[config.mk]
export PLATFORM = sky130hd
export DESIGN_NAME = fetch_stage
export DESIGN_NICKNAME = d
export VERILOG_FILES = /design/src/hw/fetch_stage.sv
export VERILOG_INCLUDE_DIRS = /design/src /design/src/hw
export SDC_FILE = /design/constraint.sdc
export NUM_CORES = 1
export LEC_CHECK = 0
export ABC_AREA = 1
export BUFFER_PORTS_ARGS = -buffer_cell sky130_fd_sc_hd__buf_2
export CAP_MARGIN = 25
export CORE_ASPECT_RATIO = 1.5
export CORE_UTILIZATION = 52
export DETAILED_ROUTE_END_ITERATION = 7
export PLACE_DENSITY = 0.83
export SLEW_MARGIN = 15
export SYNTH_ARGS = -nofsm -noshare
export SYNTH_HDL_FRONTEND = slang
export SYNTH_SLANG_ARGS = --single-unit
[constraint.sdc]
create_clock -name clk -period 6.6 [get_ports clk]
set_input_delay 0.66 -clock clk [delete_from_list [all_inputs] [get_ports clk]]
set_output_delay 0.66 -clock clk [all_outputs]
set_load 0.01 [all_outputs]
[src/hw/core_cfg.svh]
// Width and size macros for the core that every RTL file includes where it needs them
`ifndef CORE_CFG_SVH
`define CORE_CFG_SVH

// Data and address width
`define CORE_XLEN 32

// Architectural registers
`define CORE_NREGS 32

// Data memory depth in words
`define CORE_DMEM_WORDS 64

// All-zero word used for squash and bubble
`define CORE_NOP 32'h0000_0000

`endif

[src/hw/fetch_stage.sv]
// Fetch stage that holds the PC and the fetch/decode register and obeys hold and redirect
`timescale 1ns/1ps
`include "core_cfg.svh"

module fetch_stage
(
	input  logic                  clk,
	input  logic                  rst,
	input  logic                  hold,
	input  logic                  redirect,
	input  logic [`CORE_XLEN-1:0] target,
	input  logic [`CORE_XLEN-1:0] imem_data,
	output logic [`CORE_XLEN-1:0] imem_addr,
	output logic [`CORE_XLEN-1:0] inst,
	output logic [`CORE_XLEN-1:0] inst_pc
);

	// Current fetch address
	logic [`CORE_XLEN-1:0] pc;

	// Instruction memory reads combinationally from the PC
	assign imem_addr = pc;

	always_ff @(posedge clk or posedge rst)
	begin
		if (rst)
		begin
			pc      <= '0;
			inst    <= `CORE_NOP;
			inst_pc <= '0;
		end
		else if (redirect)
		begin
			// Jump to target and squash the word fetched this cycle
			pc      <= target;
			inst    <= `CORE_NOP;
			inst_pc <= pc;
		end
		else if (!hold)
		begin
			pc      <= pc + 'd4;
			inst    <= imem_data;
			inst_pc <= pc;
		end
		// Hold keeps PC and decode word
	end

endmodule

==> summary.txt <==
Global routing
  • Number of global-route vias before repair: 4,067
  • Total Routing Usage GR: 27.9%
  • Initial antenna violation count: 0
  • Total congestion overflow: 0
  • Global-route wire length before repair: 19.3 mm
  • Largest net degree at the start of global routing: 77

Floorplanning
  • Die area: 9100 sq um
  • Die Height: 116 microns
  • Starting Density: 53.9%
  • IO Count: 164
  • Core Rows: 41
  • Core Area: 8410 sq um
  • DIE WIDTH: 78.2 microns

Routing
  • Wire per inst: 14.8 microns
  • Post-Route WL: 12.0 mm
  • DR vias: 4,276
  • DRC Markers: 0
  • Routed Antenna Nets: 0
  • Iteration-0 DRC Markers: 303
  • Via density: 5.29
  • Drt first pass iters: 5

Yosys
  • Post-synthesis simple-gate area fraction: 25.7%
  • Post-synthesis mux area share: 0%
  • Combinational family with the most area after synthesis: simple AND/OR/NAND/NOR gates
  • Post-synth top area share: 53.0%
  • Post-Syn Area per Cell: 8.36 sq um
  • Synth top cells by count: nand2_1, dfrtp_1, o21ai_0
  • EDFF count, synth: 0
  • Seq/Total Area, Yosys: 53.0%
  • Count leader, synth: nand2_1
  • Synth Warn #: 0
  • Top_reg_cell synth: dfrtp_1
  • Xor/xnor cell area share of the yosys netlist: 0.387%
  • Cells after Synth: 542
  • Synth top area cells: dfrtp_1, nand2_1, a22o_1
  • Post-synth ARST share: 100%
  • Synthesized area: 4530 sq um
  • Synth Area in Compound Gates: 13.7%
  • Post-Synth Adder-Cell Area: 0.276%
  • Syn_nets: 611
  • #FFs+latches synth: 96
  • Area leader, netlist: dfrtp_1
  • Library cells used by synthesis: 24

Hold path
  • Tightest Hold Check Type: primary input to asynchronous set/reset pin

Clock tree
  • # hold bufs at CTS: 0
  • Worst-skew pair later-pin latency: 0.34 ns
  • CTS sink cnt: 96
  • Max Root-Sink Buffers: 2
  • CTS tree: yes
  • Total CTS buffers: 9
  • Root buf cell: clkbuf_16
  • # resized after CTS: 0
  • Post-CTS setup buffer count: 0
  • H-tree depth: 3
  • Register clock-pin slew on the reported worst setup and hold paths: 0.07 ns

Flow run
  • Maxcap violations: 0

Final layout
  • Final net count: 765
  • Filler cells: 726
  • Ant. Diodes: 0
  • Layout area overhead: 26.5%
  • Share of layout cells above drive strength 1: 29.0%

Worst setup path
  • Crit Path Class: primary input to register
  • Worst-path maximum fanout: 76
  • CP startpoint: redirect
  • CP top delay family: buffers and inverters
  • Crit start category: primary input
  • Buf/Inv on CP: 4
  • CP arrival: 3.06 ns
  • Crit-path max cell delay: 0.66 ns
  • Critical path, cell by cell: buf_2, nor2_4, buf_4, inv_2, o21ai_0, inv_1, nand2_1
  • Critical R2R Launch: imem_addr[2]
  • WP data required: 6.89 ns
  • CP max-delay cell: buf_4
  • Worst Setup End Kind: register
  • Flop2flop setup slack: 4.98 ns

Power and ir drop
  • Pleak: 2.99 nW
  • Pwr Density: 255 nW/um^2
  • Peak supply drop: 0.179 mV

Status
  • Status: complete, no violations

Timing
  • Worst Setup Slack, final: 3.83 ns
  • Post-route setup TNS: 0 ns
  • Post-layout min period: 2.77 ns
  • Slew headroom: 51.3%
  • Pins over their slew limit: 0
  • RSZ-0062 raised after global routing: no
  • Max Clock Skew: 0.00489 ns
  • Hold slack: 0.401 ns
  • F_max: 361 MHz
  • Final hold viol count: 0
  • Crit share post-route: 42.0%
  • Slew @ Worst Pin: 0.729 ns
  • Setup violators final: 0

Place
  • Dpl hpwl: 8.70 mm
  • GPL Wtd Cong: 0.905
  • Dpl ws: 3.58 ns
  • IO Port Bufs: 163
==> registers in the layout (all words and copies together) (netlist names) <==
name,count
imem_addr,32
inst,32
inst_pc,32
==> area by class of cell <==
| cell class | instances | area, sq um | area share (%) |
|---|---|---|---|
| flip-flops and latches | 96 | 2400 | 41.9 |
| well taps | 107 | 134 | 2.34 |
| repair buffers | 166 | 858 | 15.0 |
| inverters | 56 | 213 | 3.71 |
| multi-input cells | 367 | 1820 | 31.8 |
| clock inverters | 7 | 78.8 | 1.38 |
| clock buffers | 9 | 225 | 3.93 |
==> worst paths after layout <==
kind	to	depth (start not counted)
max	imem_addr[27]	7
min	inst[14]	2
max reg2reg	imem_addr[26]	8
min reg2reg	inst_pc[11]	2
max in group asynchronous	inst_pc[30]	3
min in group clk	inst_pc[11]	2
==> placed cells by master (no fill, tap or decap), drive strengths merged <==
| cell | instances |
|---|---|
| clkinv | 2 |
| o211ai | 3 |
| o21bai | 2 |
| o21ai | 57 |
| ha | 1 |
| nand3 | 51 |
| xor2 | 2 |
| bufinv | 1 |
| a22o | 32 |
| dfrtp | 96 |
| nand2 | 172 |
| or2 | 1 |
| nor2 | 42 |
| o221ai | 2 |
| buf | 166 |
| nand4 | 1 |
| clkbuf | 9 |
| clkinvlp | 2 |
| inv | 58 |
| and2 | 1 |
==> cells by family (layout without fill, tap and decap cells) <==
kind of cell | after synthesis | count (layout)
xor+xnor | 2 | 2
simple gates | 268 | 268
compound gates | 96 | 96
flops | 96 | 96
fa+ha+maj | 1 | 1
buf+inv | 79 | 238
==> metal layers <==
layer,part of all wire [%],routed length (microns),vias to the layer above,GRT usage [%]
met1,39,4650,2014,34.6
met3,5.0,596,45,4.77
met5,0,0,-,0
met4,4.7,565,0,16.7
li1,-,-,2065,-
met2,51,6150,152,46.1
==> report_power, final <==
| group | leakage (nW) | total, mW | internal (mW) | switching [mW] |
|---|---|---|---|---|
| registers | 1.21 | 0.695 | 0.644 | 0.0518 |
| logic | 1.64 | 0.238 | 0.0947 | 0.143 |
| clock network | 0.144 | 0.526 | 0.297 | 0.228 |
==> metrics by stage <==
step | power (mW) | instance area [sq um] | utilization (%) | std cells
floorplan | 0.828 | 4530 | - | 542
global placement | 0.935 | 5400 | 64.2 | 791
detailed placement | 0.944 | 5430 | 64.5 | 792
CTS | 1.47 | 5730 | 68.1 | 808
global route | 1.53 | 5730 | 68.1 | 808
finish | 1.46 | 5730 | 68.1 | 808
(Power assumes the default switching activity.)
