[config.mk]
export PLATFORM = sky130hd
export DESIGN_NAME = decode_stage_flat
export DESIGN_NICKNAME = d
export VERILOG_FILES = /design/src/hw/core_pkg.sv /design/src/hw/id_ex_if.sv /design/src/hw/decode_stage.sv /design/src/flat_wrapper.sv
export VERILOG_INCLUDE_DIRS = /design/src /design/src/hw
export SDC_FILE = /design/constraint.sdc
export NUM_CORES = 2
export LEC_CHECK = 0
export BUFFER_PORTS_ARGS = -buffer_cell sky130_fd_sc_hd__buf_4
export CAP_MARGIN = 20
export CORE_MARGIN = 10
export CORE_UTILIZATION = 45
export CTS_CLUSTER_SIZE = 8
export DETAILED_ROUTE_END_ITERATION = 8
export GPL_TIMING_DRIVEN = 0
export PLACE_DENSITY = 0.67
export SLEW_MARGIN = 20
export SYNTH_ARGS = -nofsm -noshare
export SYNTH_HDL_FRONTEND = slang
export SYNTH_SLANG_ARGS = --single-unit
[constraint.sdc]
create_clock -name clk -period 47.4 [get_ports clk]
set_clock_uncertainty 0.1 [all_clocks]
set_input_delay 9.48 -clock clk [delete_from_list [all_inputs] [get_ports clk]]
set_output_delay 9.48 -clock clk [all_outputs]
set_load 0.01 [all_outputs]
[src/hw/core_cfg.svh]
// Width and size macros for the core that every RTL file includes where it needs them
`ifndef CORE_CFG_SVH
`define CORE_CFG_SVH

// Data and address width
`define CORE_XLEN 32

// Architectural registers
`define CORE_NREGS 32

// Data memory depth in words
`define CORE_DMEM_WORDS 64

// All-zero word used for squash and bubble
`define CORE_NOP 32'h0000_0000

`endif

[src/hw/core_pkg.sv]
// Shared encodings and control-field structs that the stages import by wildcard
package core_pkg;

	// Primary opcodes in inst[31:26]
	typedef enum logic [5:0]
	{
		OP_R     = 6'b000000,
		OP_J     = 6'b000010,
		OP_BEQ   = 6'b000100,
		OP_BNE   = 6'b000101,
		OP_ADDI  = 6'b001000,
		OP_ADDIU = 6'b001001,
		OP_ANDI  = 6'b001100,
		OP_LW    = 6'b100011,
		OP_SW    = 6'b101011
	} opcode_e;

	// R-type function codes in inst[5:0]
	typedef enum logic [5:0]
	{
		FN_ADD = 6'b100000,
		FN_SUB = 6'b100010,
		FN_AND = 6'b100100,
		FN_OR  = 6'b100101,
		FN_SLT = 6'b101010
	} funct_e;

	// ALU operation, add is the zero code
	typedef enum logic [2:0]
	{
		ALU_ADD = 3'd0,
		ALU_SUB = 3'd1,
		ALU_AND = 3'd2,
		ALU_OR  = 3'd3,
		ALU_SLT = 3'd4
	} alu_op_e;

	// Execute controls
	typedef struct packed
	{
		logic    alu_src;
		alu_op_e alu_op;
		logic    reg_dst;
	} ex_ctrl_t;

	// Memory controls
	typedef struct packed
	{
		logic branch;
		logic mem_read;
		logic mem_write;
	} mem_ctrl_t;

	// Writeback controls
	typedef struct packed
	{
		logic reg_write;
		logic mem_to_reg;
	} wb_ctrl_t;

endpackage

[src/hw/id_ex_if.sv]
// Decoded instruction bundle from decode to execute that the core top instantiates once
`timescale 1ns/1ps
`include "core_cfg.svh"

interface id_ex_if;
	import core_pkg::*;

	// Control groups, all zero for a bubble
	ex_ctrl_t  ex;
	mem_ctrl_t m;
	wb_ctrl_t  wb;

	// Operands read in decode
	logic [`CORE_XLEN-1:0] data_1;
	logic [`CORE_XLEN-1:0] data_2;

	// Extended immediate
	logic [`CORE_XLEN-1:0] imm;

	// Load target for the hazard check
	logic [4:0] rt;

	// Destination after reg_dst
	logic [4:0] dst;

	// Decode side writes the register
	modport source
	(
		output ex, m, wb, data_1, data_2, imm, rt, dst
	);

	// Execute side reads it
	modport sink
	(
		input ex, m, wb, data_1, data_2, imm, rt, dst
	);

endinterface

[src/hw/decode_stage.sv]
// Decode stage with control, register file, load-use hazard, branch resolve and ID/EX register
`timescale 1ns/1ps
`include "core_cfg.svh"

module decode_stage
(
	input  logic                  clk,
	input  logic                  rst,
	input  logic [`CORE_XLEN-1:0] inst,
	input  logic [`CORE_XLEN-1:0] inst_pc,
	input  logic                  wb_en,
	input  logic [4:0]            wb_reg,
	input  logic [`CORE_XLEN-1:0] wb_data,
	input  logic                  ex_load,
	input  logic [4:0]            ex_rt,
	output logic                  hold,
	output logic                  redirect,
	output logic [`CORE_XLEN-1:0] target,
	output logic                  exception,
	id_ex_if.source               id_ex
);
	import core_pkg::*;

	// Instruction fields
	opcode_e               opcode;
	funct_e                funct;
	logic [4:0]            rs;
	logic [4:0]            rt;
	logic [4:0]            rd;
	logic [15:0]           imm16;
	logic [25:0]           jidx;
	logic [`CORE_XLEN-1:0] imm;

	// Decoded controls
	ex_ctrl_t  ctrl_ex;
	mem_ctrl_t ctrl_m;
	wb_ctrl_t  ctrl_wb;
	logic      illegal;
	logic      is_jump;

	// Register file storage and read ports
	logic [`CORE_XLEN-1:0] regs [`CORE_NREGS];
	logic [`CORE_XLEN-1:0] rd_data_1;
	logic [`CORE_XLEN-1:0] rd_data_2;

	// Branch resolve
	logic [`CORE_XLEN-1:0] pc_plus4;
	logic                  taken;

	assign opcode = opcode_e'(inst[31:26]);
	assign funct  = funct_e'(inst[5:0]);
	assign rs     = inst[25:21];
	assign rt     = inst[20:16];
	assign rd     = inst[15:11];
	assign imm16  = inst[15:0];
	assign jidx   = inst[25:0];

	// ANDI takes a zero-extended immediate
	assign imm = (opcode == OP_ANDI) ? {{(`CORE_XLEN-16){1'b0}}, imm16}
		: {{(`CORE_XLEN-16){imm16[15]}}, imm16};

	// --------------------
	// Control unit
	// --------------------
	always_comb
	begin
		ctrl_ex = '0;
		ctrl_m  = '0;
		ctrl_wb = '0;
		illegal = 1'b0;
		is_jump = 1'b0;
		case (opcode)
			OP_R:
			begin
				ctrl_ex.reg_dst   = 1'b1;
				ctrl_wb.reg_write = 1'b1;
				// Unlisted funct falls back to add
				case (funct)
					FN_ADD:  ctrl_ex.alu_op = ALU_ADD;
					FN_SUB:  ctrl_ex.alu_op = ALU_SUB;
					FN_AND:  ctrl_ex.alu_op = ALU_AND;
					FN_OR:   ctrl_ex.alu_op = ALU_OR;
					FN_SLT:  ctrl_ex.alu_op = ALU_SLT;
					default: ctrl_ex.alu_op = ALU_ADD;
				endcase
			end
			OP_ADDI, OP_ADDIU:
			begin
				ctrl_ex.alu_src   = 1'b1;
				ctrl_wb.reg_write = 1'b1;
			end
			OP_ANDI:
			begin
				ctrl_ex.alu_src   = 1'b1;
				ctrl_ex.alu_op    = ALU_AND;
				ctrl_wb.reg_write = 1'b1;
			end
			OP_BEQ, OP_BNE:
			begin
				ctrl_ex.alu_op = ALU_SUB;
				ctrl_m.branch  = 1'b1;
			end
			OP_J:
				is_jump = 1'b1;
			OP_LW:
			begin
				ctrl_ex.alu_src    = 1'b1;
				ctrl_m.mem_read    = 1'b1;
				ctrl_wb.reg_write  = 1'b1;
				ctrl_wb.mem_to_reg = 1'b1;
			end
			OP_SW:
			begin
				ctrl_ex.alu_src  = 1'b1;
				ctrl_m.mem_write = 1'b1;
			end
			// Unknown opcode runs as a no-op
			default:
				illegal = 1'b1;
		endcase
	end

	// Suppressed while stalled so it pulses once
	assign exception = illegal && !hold;

	// --------------------
	// Register file
	// --------------------

	// R0 reads zero, same-cycle write bypasses to the read
	function automatic logic [`CORE_XLEN-1:0] reg_read(input logic [4:0] addr);
		if (addr == 5'd0)
			return '0;
		else if (wb_en && wb_reg == addr)
			return wb_data;
		else
			return regs[addr];
	endfunction

	always_comb
	begin
		rd_data_1 = reg_read(rs);
		rd_data_2 = reg_read(rt);
	end

	always_ff @(posedge clk or posedge rst)
	begin
		if (rst)
		begin
			for (int i = 0; i < `CORE_NREGS; i++)
				regs[i] <= '0;
		end
		else if (wb_en && wb_reg != 5'd0)
			regs[wb_reg] <= wb_data;
	end

	// Load in execute feeding this instruction
	assign hold = ex_load && (ex_rt != 5'd0) && (ex_rt == rs || ex_rt == rt);

	// --------------------
	// Branch and jump
	// --------------------
	assign pc_plus4 = inst_pc + 'd4;

	always_comb
	begin
		taken = 1'b0;
		if (ctrl_m.branch)
			taken = (opcode == OP_BNE) ? (rd_data_1 != rd_data_2) : (rd_data_1 == rd_data_2);
	end

	// Jump keeps the top four bits of PC+4
	assign target = is_jump ? {pc_plus4[`CORE_XLEN-1:28], jidx, 2'b00}
		: pc_plus4 + {imm[`CORE_XLEN-3:0], 2'b00};

	// No redirect while the stalled word waits
	assign redirect = !hold && (taken || is_jump);

	// --------------------
	// ID/EX register
	// --------------------

	// Controls become a bubble on hold
	always_ff @(posedge clk or posedge rst)
	begin
		if (rst)
		begin
			id_ex.ex <= '0;
			id_ex.m  <= '0;
			id_ex.wb <= '0;
		end
		else
		begin
			id_ex.ex <= hold ? '0 : ctrl_ex;
			id_ex.m  <= hold ? '0 : ctrl_m;
			id_ex.wb <= hold ? '0 : ctrl_wb;
		end
	end

	// Operands and register numbers
	always_ff @(posedge clk)
	begin
		id_ex.data_1 <= rd_data_1;
		id_ex.data_2 <= rd_data_2;
		id_ex.imm    <= imm;
		id_ex.rt     <= rt;
		id_ex.dst    <= ctrl_ex.reg_dst ? rd : rt;
	end

endmodule

[src/flat_wrapper.sv]
// flat-port wrapper written by rule: the top's interface ports become plain ports
module decode_stage_flat import core_pkg::*;
  (clk, rst, inst, inst_pc, wb_en, wb_reg, wb_data, ex_load, ex_rt, hold, redirect, target, exception, id_ex_ex, id_ex_m, id_ex_wb, id_ex_data_1, id_ex_data_2, id_ex_imm, id_ex_rt, id_ex_dst);
  id_ex_if id_ex_i ();
  input  logic clk;
  input  logic rst;
  input  logic [`CORE_XLEN-1:0] inst;
  input  logic [`CORE_XLEN-1:0] inst_pc;
  input  logic wb_en;
  input  logic [4:0] wb_reg;
  input  logic [`CORE_XLEN-1:0] wb_data;
  input  logic ex_load;
  input  logic [4:0] ex_rt;
  output logic hold;
  output logic redirect;
  output logic [`CORE_XLEN-1:0] target;
  output logic exception;
  output wire logic [$bits(id_ex_i.ex)-1:0] id_ex_ex;
  output wire logic [$bits(id_ex_i.m)-1:0] id_ex_m;
  output wire logic [$bits(id_ex_i.wb)-1:0] id_ex_wb;
  output wire logic [$bits(id_ex_i.data_1)-1:0] id_ex_data_1;
  output wire logic [$bits(id_ex_i.data_2)-1:0] id_ex_data_2;
  output wire logic [$bits(id_ex_i.imm)-1:0] id_ex_imm;
  output wire logic [$bits(id_ex_i.rt)-1:0] id_ex_rt;
  output wire logic [$bits(id_ex_i.dst)-1:0] id_ex_dst;
  assign id_ex_ex = id_ex_i.ex;
  assign id_ex_m = id_ex_i.m;
  assign id_ex_wb = id_ex_i.wb;
  assign id_ex_data_1 = id_ex_i.data_1;
  assign id_ex_data_2 = id_ex_i.data_2;
  assign id_ex_imm = id_ex_i.imm;
  assign id_ex_rt = id_ex_i.rt;
  assign id_ex_dst = id_ex_i.dst;
  decode_stage u_core (.clk(clk), .rst(rst), .inst(inst), .inst_pc(inst_pc), .wb_en(wb_en), .wb_reg(wb_reg), .wb_data(wb_data), .ex_load(ex_load), .ex_rt(ex_rt), .hold(hold), .redirect(redirect), .target(target), .exception(exception), .id_ex(id_ex_i));
endmodule
==> run_results.csv <==
group,metric,value,unit
status,status,"complete, but fails checks",
status,failed_checks,"capacitance limit, slew limit",
clocking,post_cts_buffers,0,
finish,nets,4866,
finish,fill_cells,11200,
timing,fin_tns_setup,0,ps
clocking,cts.clk_slew.worst_paths,50,ps
timing,setup_violations,0,
timing,post-route-period-util,56.3,%
finish,regArea,0.0277,mm2
global_routing,track_usage,38.1,%
routing,firstDrtPassIters,7,
timing,rsz0062_at_grt,"false",
logic_synthesis,synth-seq-area-share,45.9,%
routing,antenna_left,0,
floorplanning,rows,134,
global_routing,grt_pass1_wl,387000,um
power_and_ir_drop,p_per_area,44.0,mW/mm2
routing,drc,0,
logic_synthesis,synthAdderAreaFrac,0.760,%
clocking,cts.sinks,1125,
logic_synthesis,netlist_top_cells_count,"1033 x dfrtp_1, 1004 x mux2_2, 515 x mux4_2, 267 x clkbuf_1, 130 x nand2_1",
run,cap_violations,1,
timing,fmaxAchievable,37.5,MHz
logic_synthesis,ys_warn_count,0,
routing,vias,47900,
logic_synthesis,synth.most_common_cell,"dfrtp_1",
routing,drtIter0Drc,8061,
worst_setup_path,required,37820,ps
worst_setup_path,path_class,"input pin to output pin",
finish,syn2layout_area_growth,16.5,%
timing,period_needed,26690,ps
routing,wl,289000,um
finish,finish.instance_area,0.0702,mm2
clocking,cts_tree,"built",
routing,routedWlPerCell,43.5,um
logic_synthesis,synth_top_family_by_area,"multiplexers",
finish,drive_gt1_share,47.2,%
placed_design,dp.final_hpwl,194000,um
placed_design,numPortBuffers,249,
power_and_ir_drop,power.leakage,30.4,nW
floorplanning,fp.dieW,386,um
finish,reg_top3,"u_core.regs x1024, u_core.id_ex.data_1 x32, u_core.id_ex.data_2 x32",
logic_synthesis,synthTopCellsByArea,"dfrtp_1 43%, mux4_2 19%, mux2_2 19%",
logic_synthesis,synth-compound-area-share,4.56,%
logic_synthesis,syn_inst,4268,
clocking,h-tree-depth,4,
placed_design,dpl_cell_area,0.0655,mm2
floorplanning,core_area,0.133,mm2
global_routing,grt_max_degree,104,
finish,largest_register,"u_core.regs",
worst_setup_path,cp_max_fo,11,
routing,vias_per_cell,7.22,
finish,largest_reg_flops,1024,
timing,slew_headroom,-1.56,%
logic_synthesis,postSynthNetCount,4414,
clocking,ctsHoldBuffers,0,
logic_synthesis,synth_top_area_share,42.9,%
global_routing,grt-ovfl-total,0,
clocking,clockBufferDepth,3,
logic_synthesis,ys.flop_type,"dfrtp_1",
worst_hold_path,holdCritPathClass,"flip-flop to flip-flop",
finish,stdcell_count,6633,
logic_synthesis,synth_edf_count,0,
logic_synthesis,synth-xor-area-share,1.55,%
placed_design,dp.cells,6325,
floorplanning,dieHeight,386,um
logic_synthesis,avgSynthCellArea,14.1,um2
timing,slew_violations,4,
floorplanning,ios,261,
floorplanning,start_util,45.2,%
clocking,cts-root-buf,"clkbuf_16",
worst_setup_path,endpoint_kind,"output pin",
logic_synthesis,synth_area_leader_cell,"dfrtp_1",
timing,hold_viol,0,
logic_synthesis,synthMuxAreaShare,39.7,%
logic_synthesis,synthSimpleGateAreaFrac,3.98,%
power_and_ir_drop,p_total,3.09,mW
logic_synthesis,synth_seq_cells,1125,
placed_design,gp_congestion,1.04,
worst_setup_path,crit_path_start_kind,"input pin",
logic_synthesis,synthArstFlopShare,91.8,%
timing,tightest_slew,1510,ps
global_routing,grt_pass1_vias,46100,
floorplanning,die_area,0.149,mm2
logic_synthesis,synthDistinctLibCells,73,
placed_design,pre_cts_slack,21320,ps
clocking,insertion_delay,840,ps
timing,layout_setup_ws,20710,ps
clocking,cts_resized,0,
global_routing,antenna_found_initial,39,
logic_synthesis,netlist_area,0.0603,mm2
clocking,cts_buffers,159,
worst_setup_path,cp.arrival,17110,ps
power_and_ir_drop,peakVddDrop,0.0000380,V
finish,multi_input_area,0.0305,mm2
## final cells by class
class                      instances  area share, %
antenna                           43          0.153
buffer                           450           3.20
clock buffer                     251           6.30
clock inverter                    12          0.214
inverter                          21          0.123
multi-input combinational       2672           43.4
sequential                      1125           39.4
tap                             1768           3.15
timing repair buffer             291           4.00
## routing by layer
| metal | global-route usage [%] | share of wire [%] |
|---|---|---|
| met5 | 2.96 | 0.33 |
| met4 | 27.8 | 9.4 |
| met3 | 22.0 | 17 |
| met2 | 51.4 | 40 |
| met1 | 44.4 | 33 |
## worst paths after layout
kind / from / to / slack, ps / cells past startpoint
worst min-delay path: u_core.regs[995] / u_core.regs[995] / 380 / 1
worst min register to register: u_core.regs[995] / u_core.regs[995] / 380 / 1
worst max register to register: u_core.regs[30] / u_core.id_ex.data_2[30] / 44980 / 5
max in group asynchronous: rst / u_core.regs[566] / 36290 / 6
worst max-delay path: inst[23] / redirect / 20710 / 16
min in group asynchronous: rst / u_core.regs[815] / 8590 / 2
## where the power goes
| group | leakage, nW | switching, mW | total, mW | internal (mW) |
|---|---|---|---|---|
| sequential | 14.0 | 0.132 | 1.27 | 1.14 |
| clock | 2.19 | 0.458 | 1.09 | 0.634 |
| combinational | 14.2 | 0.353 | 0.725 | 0.372 |
| total | 30.4 | 0.943 | 3.09 | 2.15 |
## kinds of logic after synthesis
logic type      Yosys count
flops                  1125
fa+ha+maj                36
simple gates            495
mux                    1619
buf+inv                 471
compound gates          415
xor+xnor                107
## cells in the final DEF (no fill, tap or decap), drive strengths merged, types with 35 or more instances in the layout
cell type	netlist	layout
a21oi	105	105
dfxtp	92	92
dfrtp	1033	1033
nor2	121	121
mux2i	100	100
ha	35	35
buf	183	473
mux4	515	515
nand2	130	130
clkbuf	267	519
nand3	79	79
mux2	1004	1004
o22ai	35	35
diode	0	43
xnor2	74	74
a22oi	52	52
o21ai	70	70
## through the flow
step,util (%),hold slack [ps]
6_report,52.7,380
5_1_grt,52.6,392
4_1_cts,52.6,380
3_5_place_dp,49.1,364
3_3_place_gp,48.3,354
2_1_floorplan,-,338
## worst max-delay path: stages
cell and delay [ps]:
buf_2 370, buf_1 860, clkbuf_2 830, clkbuf_1 1030
buf_2 990, nand2_1 110, nand2_1 100, a21oi_1 120
o211ai_1 580, xnor2_1 570, o2111ai_1 320, nor4_2 670
nand4_1 460, xnor2_1 300, o22ai_1 100, buf_4 180
Power figures use the tool's default switching activity.
